===== src/phy_rx_params.svh =====
`ifndef PHY_RX_PARAMS_SVH
`define PHY_RX_PARAMS_SVH

// symbol stream geometry
`define PHY_RX_DATA_W 32
`define PHY_RX_BYTES 4

// 8b/10b framing K-codes
`define PHY_RX_STP 8'hFB
`define PHY_RX_SDP 8'h5C
`define PHY_RX_END 8'hFD

// axi-stream user field, one-hot packet kind
`define PHY_RX_USER_W 2
`define PHY_RX_USER_DLLP 2'b01
`define PHY_RX_USER_TLP 2'b10

`endif


===== src/phy_rx_pkg.sv =====
`default_nettype none

`include "phy_rx_params.svh"

package phy_rx_pkg;

  // kind of frame, taken from the start symbol
  typedef enum logic {
    PKT_DLLP = 1'b0,
    PKT_TLP  = 1'b1
  } pkt_kind_e;

  // one word as read from the phy fifo
  typedef struct packed {
    logic [`PHY_RX_DATA_W-1:0] data;
    logic [`PHY_RX_BYTES-1:0]  k;
  } sym_word_t;

  // word after framing, byte_en marks payload bytes
  typedef struct packed {
    logic [`PHY_RX_DATA_W-1:0] data;
    logic [`PHY_RX_BYTES-1:0]  byte_en;
    logic                      sof;
    logic                      eof;
    pkt_kind_e                 kind;
  } framed_word_t;

  // one axi-stream beat
  typedef struct packed {
    logic [`PHY_RX_DATA_W-1:0] tdata;
    logic [`PHY_RX_BYTES-1:0]  tkeep;
    logic                      tlast;
    logic [`PHY_RX_USER_W-1:0] tuser;
  } axis_beat_t;

endpackage

`default_nettype wire


===== src/rx_word_capture.sv =====
`timescale 1ns/1ps
`default_nettype none

module rx_word_capture (
  input  logic                  clk_i,
  input  logic                  rst_i,
  input  logic                  phy_link_up_i,
  input  logic                  phy_fifo_empty_i,
  output logic                  phy_fifo_rd_en_o,
  input  phy_rx_pkg::sym_word_t sym_i,
  output phy_rx_pkg::sym_word_t word_o,
  output logic                  valid_o,
  input  logic                  ready_i
);

  phy_rx_pkg::sym_word_t word_q;
  logic                  valid_q;
  // set one cycle after reset, so a pop always lands in a live register
  logic                  run_q;

  // fifo is first-word-fall-through, the head is on sym_i while not empty
  assign phy_fifo_rd_en_o = run_q && phy_link_up_i && !phy_fifo_empty_i &&
                            (!valid_q || ready_i);

  always_ff @(posedge clk_i) begin
    if (rst_i) begin
      run_q   <= 1'b0;
      valid_q <= 1'b0;
    end else begin
      run_q <= 1'b1;
      if (phy_fifo_rd_en_o) begin
        valid_q <= 1'b1;
      end else if (ready_i) begin
        valid_q <= 1'b0;
      end
    end
  end

  always_ff @(posedge clk_i) begin
    if (phy_fifo_rd_en_o) begin
      word_q <= sym_i;
    end
  end

  assign word_o  = word_q;
  assign valid_o = valid_q;

endmodule

`default_nettype wire


===== src/frame_detector.sv =====
`timescale 1ns/1ps
`default_nettype none

`include "phy_rx_params.svh"

module frame_detector (
  input  logic                     clk_i,
  input  logic                     rst_i,
  input  phy_rx_pkg::sym_word_t    word_i,
  input  logic                     valid_i,
  output logic                     ready_o,
  output phy_rx_pkg::framed_word_t fword_o,
  output logic                     valid_o,
  input  logic                     ready_i
);

  phy_rx_pkg::framed_word_t fword_q;
  phy_rx_pkg::framed_word_t fword_n;
  phy_rx_pkg::pkt_kind_e    kind_q;
  logic                     valid_q;
  logic                     in_frame_q;
  logic                     out_valid_n;
  logic                     in_frame_n;
  logic [`PHY_RX_BYTES-1:0] is_start;
  logic [`PHY_RX_BYTES-1:0] is_end;
  logic                     accept;

  assign ready_o = !valid_q || ready_i;
  assign accept  = valid_i && ready_o;

  always_comb begin
    for (int b = 0; b < `PHY_RX_BYTES; b++) begin
      is_start[b] = word_i.k[b] && (word_i.data[8*b +: 8] == `PHY_RX_STP ||
                                    word_i.data[8*b +: 8] == `PHY_RX_SDP);
      is_end[b]   = word_i.k[b] && (word_i.data[8*b +: 8] == `PHY_RX_END);
    end
  end

  always_comb begin : detect
    logic start_found;
    logic end_found;
    int   start_pos;
    int   end_pos;
    start_found  = 1'b0;
    end_found    = 1'b0;
    start_pos    = 0;
    end_pos      = 0;
    fword_n      = '0;
    fword_n.data = word_i.data;
    fword_n.kind = kind_q;
    // lowest start symbol wins
    if (!in_frame_q) begin
      for (int b = `PHY_RX_BYTES - 1; b >= 0; b--) begin
        if (is_start[b]) begin
          start_found = 1'b1;
          start_pos   = b;
        end
      end
      if (start_found) begin
        fword_n.kind = (word_i.data[8*start_pos +: 8] == `PHY_RX_STP) ?
                       phy_rx_pkg::PKT_TLP : phy_rx_pkg::PKT_DLLP;
      end
    end
    // END only counts after the start, or anywhere once inside a frame
    for (int b = `PHY_RX_BYTES - 1; b >= 0; b--) begin
      if (is_end[b] && (in_frame_q || (start_found && b > start_pos))) begin
        end_found = 1'b1;
        end_pos   = b;
      end
    end
    for (int b = 0; b < `PHY_RX_BYTES; b++) begin
      fword_n.byte_en[b] = (in_frame_q || (start_found && b > start_pos)) &&
                           (!end_found || b < end_pos);
    end
    fword_n.sof = start_found;
    fword_n.eof = end_found;
    out_valid_n = in_frame_q || start_found;
    in_frame_n  = out_valid_n && !end_found;
  end

  always_ff @(posedge clk_i) begin
    if (rst_i) begin
      valid_q    <= 1'b0;
      in_frame_q <= 1'b0;
    end else if (accept) begin
      // idle words are consumed without output
      valid_q    <= out_valid_n;
      in_frame_q <= in_frame_n;
    end else if (ready_i) begin
      valid_q <= 1'b0;
    end
  end

  always_ff @(posedge clk_i) begin
    if (accept) begin
      fword_q <= fword_n;
      kind_q  <= fword_n.kind;
    end
  end

  assign fword_o = fword_q;
  assign valid_o = valid_q;

endmodule

`default_nettype wire


===== src/byte_packer.sv =====
`timescale 1ns/1ps
`default_nettype none

`include "phy_rx_params.svh"

module byte_packer (
  input  logic                     clk_i,
  input  logic                     rst_i,
  input  phy_rx_pkg::framed_word_t fword_i,
  input  logic                     valid_i,
  output logic                     ready_o,
  output phy_rx_pkg::axis_beat_t   beat_o,
  output logic                     valid_o,
  input  logic                     ready_i
);

  // contiguous low keep bits for a byte count of 0 to 4
  function automatic logic [`PHY_RX_BYTES-1:0] keep_mask(input logic [3:0] cnt);
    logic [`PHY_RX_BYTES:0] m;
    m = (5'd1 << cnt) - 5'd1;
    return m[`PHY_RX_BYTES-1:0];
  endfunction

  function automatic logic [`PHY_RX_USER_W-1:0] kind_user(input phy_rx_pkg::pkt_kind_e k);
    return (k == phy_rx_pkg::PKT_TLP) ? `PHY_RX_USER_TLP : `PHY_RX_USER_DLLP;
  endfunction

  phy_rx_pkg::axis_beat_t    beat_q;
  phy_rx_pkg::axis_beat_t    beat_n;
  phy_rx_pkg::pkt_kind_e     kind_q;
  logic                      valid_q;
  // held bytes, never more than one beat between words
  logic [`PHY_RX_DATA_W-1:0] acc_q;
  logic [`PHY_RX_DATA_W-1:0] acc_n;
  logic [2:0]                cnt_q;
  logic [2:0]                cnt_n;
  // second beat of an end-of-frame flush still owed
  logic                      pend_q;
  logic                      pend_n;
  logic                      load;
  logic                      out_free;
  logic                      accept;

  assign out_free = !valid_q || ready_i;
  assign ready_o  = out_free && !pend_q;
  assign accept   = valid_i && ready_o;

  always_comb begin : pack
    logic [`PHY_RX_DATA_W-1:0]   compact;
    logic [`PHY_RX_DATA_W-1:0]   base_acc;
    logic [2*`PHY_RX_DATA_W-1:0] merged;
    logic [2:0]                  n_bytes;
    logic [2:0]                  base_cnt;
    logic [3:0]                  total;
    logic [3:0]                  rem;
    compact = '0;
    n_bytes = '0;
    // squeeze out the non-payload bytes, earliest byte lowest
    for (int b = 0; b < `PHY_RX_BYTES; b++) begin
      if (fword_i.byte_en[b]) begin
        compact[8*n_bytes +: 8] = fword_i.data[8*b +: 8];
        n_bytes = n_bytes + 3'd1;
      end
    end
    base_acc = fword_i.sof ? '0 : acc_q;
    base_cnt = fword_i.sof ? 3'd0 : cnt_q;
    merged   = {{`PHY_RX_DATA_W{1'b0}}, base_acc} |
               ({{`PHY_RX_DATA_W{1'b0}}, compact} << (8 * base_cnt));
    total    = {1'b0, base_cnt} + {1'b0, n_bytes};
    rem      = total - 4'd4;
    load     = 1'b0;
    beat_n   = beat_q;
    acc_n    = acc_q;
    cnt_n    = cnt_q;
    pend_n   = pend_q;
    if (pend_q) begin
      if (out_free) begin
        load         = 1'b1;
        beat_n.tdata = acc_q;
        beat_n.tkeep = keep_mask({1'b0, cnt_q});
        beat_n.tlast = 1'b1;
        beat_n.tuser = kind_user(kind_q);
        cnt_n        = '0;
        pend_n       = 1'b0;
      end
    end else if (accept) begin
      beat_n.tdata = merged[`PHY_RX_DATA_W-1:0];
      beat_n.tuser = kind_user(fword_i.kind);
      if (fword_i.eof && total <= 4'd4) begin
        load         = (total != 4'd0);
        beat_n.tkeep = keep_mask(total);
        beat_n.tlast = 1'b1;
        cnt_n        = '0;
      end else if (total > 4'd4) begin
        // a full beat goes out only when more bytes follow it
        load         = 1'b1;
        beat_n.tkeep = '1;
        beat_n.tlast = 1'b0;
        acc_n        = merged[2*`PHY_RX_DATA_W-1:`PHY_RX_DATA_W];
        cnt_n        = rem[2:0];
        pend_n       = fword_i.eof;
      end else begin
        acc_n = merged[`PHY_RX_DATA_W-1:0];
        cnt_n = total[2:0];
      end
    end
  end

  always_ff @(posedge clk_i) begin
    if (rst_i) begin
      valid_q <= 1'b0;
      cnt_q   <= '0;
      pend_q  <= 1'b0;
    end else begin
      cnt_q  <= cnt_n;
      pend_q <= pend_n;
      if (load) begin
        valid_q <= 1'b1;
      end else if (ready_i) begin
        valid_q <= 1'b0;
      end
    end
  end

  always_ff @(posedge clk_i) begin
    acc_q <= acc_n;
    if (load) begin
      beat_q <= beat_n;
    end
    if (accept) begin
      kind_q <= fword_i.kind;
    end
  end

  assign beat_o  = beat_q;
  assign valid_o = valid_q;

endmodule

`default_nettype wire


===== src/axis_skid_buffer.sv =====
`timescale 1ns/1ps
`default_nettype none

module axis_skid_buffer (
  input  logic                   clk_i,
  input  logic                   rst_i,
  input  phy_rx_pkg::axis_beat_t beat_i,
  input  logic                   valid_i,
  output logic                   ready_o,
  output phy_rx_pkg::axis_beat_t beat_o,
  output logic                   valid_o,
  input  logic                   ready_i
);

  phy_rx_pkg::axis_beat_t out_q;
  phy_rx_pkg::axis_beat_t skid_q;
  logic                   out_valid_q;
  logic                   skid_valid_q;
  logic                   out_free;
  logic                   in_xfer;

  // ready comes straight from a flop, no path from ready_i
  assign ready_o  = !skid_valid_q;
  assign out_free = !out_valid_q || ready_i;
  assign in_xfer  = valid_i && ready_o;

  always_ff @(posedge clk_i) begin
    if (rst_i) begin
      out_valid_q  <= 1'b0;
      skid_valid_q <= 1'b0;
    end else if (out_free) begin
      // skid entry drains first to keep order
      if (skid_valid_q) begin
        out_valid_q  <= 1'b1;
        skid_valid_q <= 1'b0;
      end else begin
        out_valid_q <= in_xfer;
      end
    end else if (in_xfer) begin
      skid_valid_q <= 1'b1;
    end
  end

  always_ff @(posedge clk_i) begin
    if (out_free) begin
      if (skid_valid_q) begin
        out_q <= skid_q;
      end else if (in_xfer) begin
        out_q <= beat_i;
      end
    end else if (in_xfer) begin
      skid_q <= beat_i;
    end
  end

  assign beat_o  = out_q;
  assign valid_o = out_valid_q;

endmodule

`default_nettype wire


===== src/phy_rx_framer.sv =====
`timescale 1ns/1ps
`default_nettype none

`include "phy_rx_params.svh"

module phy_rx_framer (
  input  logic                      clk_i,
  input  logic                      rst_i,
  input  logic                      phy_link_up_i,
  input  logic                      phy_fifo_empty_i,
  output logic                      phy_fifo_rd_en_o,
  input  logic [`PHY_RX_DATA_W-1:0] phy_data_i,
  input  logic [`PHY_RX_BYTES-1:0]  phy_k_i,
  output logic [`PHY_RX_DATA_W-1:0] m_axis_tdata_o,
  output logic [`PHY_RX_BYTES-1:0]  m_axis_tkeep_o,
  output logic                      m_axis_tvalid_o,
  output logic                      m_axis_tlast_o,
  output logic [`PHY_RX_USER_W-1:0] m_axis_tuser_o,
  input  logic                      m_axis_tready_i
);

  phy_rx_pkg::sym_word_t    sym;
  phy_rx_pkg::sym_word_t    cap_word;
  phy_rx_pkg::framed_word_t det_word;
  phy_rx_pkg::axis_beat_t   pack_beat;
  phy_rx_pkg::axis_beat_t   out_beat;
  logic                     cap_valid;
  logic                     det_ready;
  logic                     det_valid;
  logic                     pack_ready;
  logic                     pack_valid;
  logic                     skid_ready;

  assign sym.data = phy_data_i;
  assign sym.k    = phy_k_i;

  rx_word_capture u_capture (
    .clk_i            (clk_i),
    .rst_i            (rst_i),
    .phy_link_up_i    (phy_link_up_i),
    .phy_fifo_empty_i (phy_fifo_empty_i),
    .phy_fifo_rd_en_o (phy_fifo_rd_en_o),
    .sym_i            (sym),
    .word_o           (cap_word),
    .valid_o          (cap_valid),
    .ready_i          (det_ready)
  );

  frame_detector u_detector (
    .clk_i   (clk_i),
    .rst_i   (rst_i),
    .word_i  (cap_word),
    .valid_i (cap_valid),
    .ready_o (det_ready),
    .fword_o (det_word),
    .valid_o (det_valid),
    .ready_i (pack_ready)
  );

  byte_packer u_packer (
    .clk_i   (clk_i),
    .rst_i   (rst_i),
    .fword_i (det_word),
    .valid_i (det_valid),
    .ready_o (pack_ready),
    .beat_o  (pack_beat),
    .valid_o (pack_valid),
    .ready_i (skid_ready)
  );

  axis_skid_buffer u_skid (
    .clk_i   (clk_i),
    .rst_i   (rst_i),
    .beat_i  (pack_beat),
    .valid_i (pack_valid),
    .ready_o (skid_ready),
    .beat_o  (out_beat),
    .valid_o (m_axis_tvalid_o),
    .ready_i (m_axis_tready_i)
  );

  assign m_axis_tdata_o = out_beat.tdata;
  assign m_axis_tkeep_o = out_beat.tkeep;
  assign m_axis_tlast_o = out_beat.tlast;
  assign m_axis_tuser_o = out_beat.tuser;

endmodule

`default_nettype wire


===== config.mk =====
export PLATFORM = sky130hd
export DESIGN_NAME = phy_rx_framer
export DESIGN_NICKNAME = d
export VERILOG_FILES = /design/src/phy_rx_pkg.sv /design/src/rx_word_capture.sv /design/src/frame_detector.sv /design/src/byte_packer.sv /design/src/axis_skid_buffer.sv /design/src/phy_rx_framer.sv
export VERILOG_INCLUDE_DIRS = /design/src
export SDC_FILE = /design/constraint.sdc
export NUM_CORES = 1
export LEC_CHECK = 0
export BUFFER_PORTS_ARGS = -buffer_cell sky130_fd_sc_hd__buf_2
export CAP_MARGIN = 20
export CORE_MARGIN = 2
export CORE_UTILIZATION = 60
export DETAILED_ROUTE_END_ITERATION = 12
export GPL_TIMING_DRIVEN = 0
export PLACE_DENSITY = 0.8
export SLEW_MARGIN = 20
export SYNTH_ARGS = -nofsm -noshare
export SYNTH_HDL_FRONTEND = slang
export SYNTH_HIERARCHICAL = 1
export SYNTH_SLANG_ARGS = --single-unit

===== constraint.sdc =====
create_clock -name clk_i -period 6.7 [get_ports clk_i]
set_input_delay 1.005 -clock clk_i [delete_from_list [all_inputs] [get_ports clk_i]]
set_output_delay 1.005 -clock clk_i [all_outputs]
set_load 0.03 [all_outputs]

==> key figures <==
Setup path
  • Reg2reg start: u_detector/fword_o[4]
  • WP buf/inv: 6
  • Worst-path cell with the longest stage delay: fa_1
  • Worst Path Max Fanout: 10
  • Crit path cell chain: clkbuf_1 -> clkbuf_1 -> inv_1 -> ha_1 -> and2_1 -> clkbuf_1 -> o21bai_1 -> inv_1 -> ha_1 -> nand2_1 -> o21ai_0 -> fa_1 -> or2_1 -> a221oi_4 -> xnor2_1 -> or2_1 -> clkbuf_1 -> o21ai_0
  • CP most frequent cell: clkbuf_1
  • Crit path to: u_packer/acc_q[17]
  • Worst EP arrival: around 5.5 ns
  • Slowest Stage Delay on Critical Path: 0.58 ns
  • Reg-to-Reg End: u_packer/acc_q[17]
  • Delay-heaviest family, CP: buffers and inverters
  • Setup crit end kind: flip-flop
  • Crit start category: flip-flop
  • Critical path class: flip-flop to flip-flop
  • Stages on the worst setup path: 18
  • Crit path launch: u_detector/fword_o[4]
  • WP data required: ~6.9 ns
  • Worst Reg-to-Reg Cells: 18
  • Reg2reg setup slack: roughly 1.4 ns

Pwr
  • PD cells: 241 nW/um2
  • Clock share of power: 44.0%
  • Comb pwr share: 2.9%
  • Seq pwr share: a little over half
  • P_int: ~2500 uW
  • Max IR drop VDD: 0.275 mV
  • P_leak: roughly 0.0044 uW
  • NetSw: 588 uW
  • Switch share: between 10% and 20%

Timing
  • Setup TNS after final layout: 0 ns
  • Final hold violations: 0
  • Worst-margin pin slew: 1.06 ns
  • Fin crit share: about four fifths
  • Minimum clock period: 5.28 ns
  • Hold_ws: 0.446 ns
  • Worst relative slew slack: 29.0%
  • Count of final max-slew check failures: 0
  • Fin Clk Skew: approximately 0.022 ns
  • RSZ-0062 raised after global routing: false
  • Final Setup Violations: 0
  • Max Freq: about 190 MHz

Die
  • Core footprint: ~18000 um2
  • Die area: approximately 19000 um2
  • Die Height: 140 um
  • Initial Utilization: 61.2%
  • Die Width: approximately 140 um
  • Row cnt: 49
  • IO Pins: 82

Global route
  • Wire length of the first global-routing pass: 36.7 mm
  • Total congestion overflow: 0
  • Initial antenna violation count: 0
  • Total Routing Usage GR: 23.6%
  • Vias in the first global route: 7020
  • Largest net degree at the start of global routing: 38

Synth
  • Area leader, netlist: edfxtp_1
  • Mux contribution to synthesized area: 7.39%
  • Post-Synth Adder-Cell Area: 1.61%
  • Post-Synth Simple-Gate Area: 11.6%
  • Synth warnings: 6
  • Largest family of logic cells by synthesized area: compound AO/OA/AOI/OAI gates
  • Syn avg cell area: 13.6 um2
  • Synth Area in Compound Gates: 12.9%
  • Net Count, Synth: 867
  • Area fraction of the dominant cell type after synthesis: 61.2%
  • Synth top area cells: edfxtp_1 61%, mux2_4 5.2%, nand2_1 2.1%
  • Distinct cells, synth: 78
  • Cell count after synthesis: 813
  • Yosys reg bits: 236
  • Post-Syn Area: 11000 um2
  • Synth Flop Type: edfxtp_1
  • Synth async-reset ratio: 0%
  • Post-synth EDFFs: 225
  • Synth Area in XOR/XNOR: less than 1%
  • Seq/Total Area, Yosys: 63.2%

Clocking
  • CTS tree: yes
  • Count of hold-fix buffers inserted at cts: 0
  • CTS Buffer Depth: 3
  • Clock Latency Late Sink: 0.52 ns
  • Reg clk slew, reported paths: 0.06 ns
  • Post-cts resize count: 0
  • TritonCTS Sinks: 236
  • CTS Buf Count: 24
  • Htree depth: 1
  • Setup Buffers After CTS: 0
  • CTS root buffer: clkbuf_16

Routing
  • Mean number of vias per cell: 6.08
  • Remaining DRCs: 0
  • DRT iter0 DRCs: 618
  • Drt total wl: 23.1 mm
  • Post-route antenna net violation count: 0
  • Routed len/inst: approximately 20 um
  • DR vias: a little over 7000
  • TritonRoute pass-1 iters: 5

Finish
  • Share of post-route cells with drive strength above 1: 22.8%
  • P&R area growth vs syn: 14.7%
  • Antenna diodes: 0
  • Post-layout nets: 980
  • Non-filler cells, final: around 1200

Job
  • Max Cap Violations: 0

Placed design
  • DP HPWL: 16.7 mm
  • PortBufs: 81
  • Placed cells: between 1000 and 1500
  • Final Wtd Congestion: 0.927

Status
  • Outcome: completed

Hold path
  • HP Class: flip-flop to flip-flop
routing by layer:
| layer | global-route usage [%] | part of all wire (%) | up-vias |
|---|---|---|---|
| li1 | - | - | 3388 |
| met1 | 30.2 | 39 | 3387 |
| met2 | 41.8 | 51 | 317 |
| met3 | 3.54 | 7.1 | 45 |
| met4 | 7.63 | 2.8 | 0 |
| met5 | 0 | 0 | - |
cells in the mapped netlist, types with 12 or more instances:
library cell  instances
edfxtp_1            225
nand2_1              61
o21ai_0              44
nor2_1               40
mux2_4               38
a21oi_1              31
a22oi_1              29
nor3_1               23
clkbuf_1             22
and2_1               21
mux2i_1              20
nand3_1              19
nor2b_1              13
buf_2                12
inv_1                12
layout make-up:
type | instances | area, um2
clock buffers | 31 | 668
flip-flops and latches | 236 | 6980
repair buffers | 87 | 495
well taps | 229 | 287
fillers | 1250 | 5370
clock inverters | 13 | 140
plain buffers | 42 | 253
inverters | 14 | 52.6
multi-input cells | 521 | 3780
state kept, by name, indices dropped and copies added, names as in the netlist, 3 cells and up:
signal and flops:
u_packer/beat_o 39, u_skid/beat_o 39, u_skid/skid_q 39, u_detector/fword_o 38, u_capture/word_o 36, u_packer/acc_q 32, u_packer/cnt_q 3
power groups by stage:
stage	Clock (uW)	Combinational [uW]	Sequential, uW
final	1340	87.8	1620
after CTS	1370	86.6	1620
after global placement	0	83.6	1650
after global routing	1430	96.1	1620
after floorplan	0	54.8	1650
after detailed placement	0	86.0	1650
worst min path at each step:
stage,start,endpoint,slack [ns],depth (start not counted)
after global routing,u_packer/beat_o[30],u_skid/skid_q[30],0.45,0
after detailed placement,u_packer/beat_o[30],u_skid/skid_q[30],0.43,0
after CTS,u_packer/beat_o[31],u_skid/skid_q[31],0.45,0
after global placement,u_packer/beat_o[35],u_skid/skid_q[35],0.44,0
after floorplan,u_packer/beat_o[35],u_skid/skid_q[35],0.42,0
final,u_packer/beat_o[30],u_skid/skid_q[30],0.45,0
kinds of logic (layout without fill, tap and decap cells):
logic type,after synthesis,count (layout)
flip-flops,236,236
buffers and inverters,56,187
adder cells (fa/ha/maj),13,13
AO/OA/AOI/OAI,202,202
multiplexers,62,62
AND/OR/NAND/NOR,238,238
XOR/XNOR,6,6
cell usage in the layout, fill, tap and decap left out, types with 25 or more instances in the layout:
master	netlist	final
edfxtp_1	225	225
buf_2	12	93
nand2_1	61	61
o21ai_0	44	44
nor2_1	40	40
mux2_4	38	38
a21oi_1	31	30
a22oi_1	29	29
clkbuf_1	22	26
clkbuf_16	0	25
stage by stage:
step / total power (uW) / instance area [um2] / utilization (%) / setup WS (ns)
finish: 3050 / 12700 / 70.2 / 1.42
global placement: 1740 / 11700 / 65.0 / 0.260
global route: 3150 / 12700 / 70.2 / 1.07
CTS: 3080 / 12700 / 70.2 / 1.50
floorplan: 1700 / 11000 / - / 1.24
detailed placement: 1740 / 11800 / 65.7 / 1.50
worst register-to-register path: stages, from the launching register on:
cell,delay [ns]
edfxtp_1,0.37
clkbuf_1,0.29
clkbuf_1,0.39
inv_1,0.17
ha_1,0.26
and2_1,0.17
clkbuf_1,0.19
o21bai_1,0.24
inv_1,0.09
ha_1,0.29
nand2_1,0.09
o21ai_0,0.16
fa_1,0.58
or2_1,0.29
a221oi_4,0.40
xnor2_1,0.19
or2_1,0.26
clkbuf_1,0.44
o21ai_0,0.14
(Power assumes the default switching activity.)
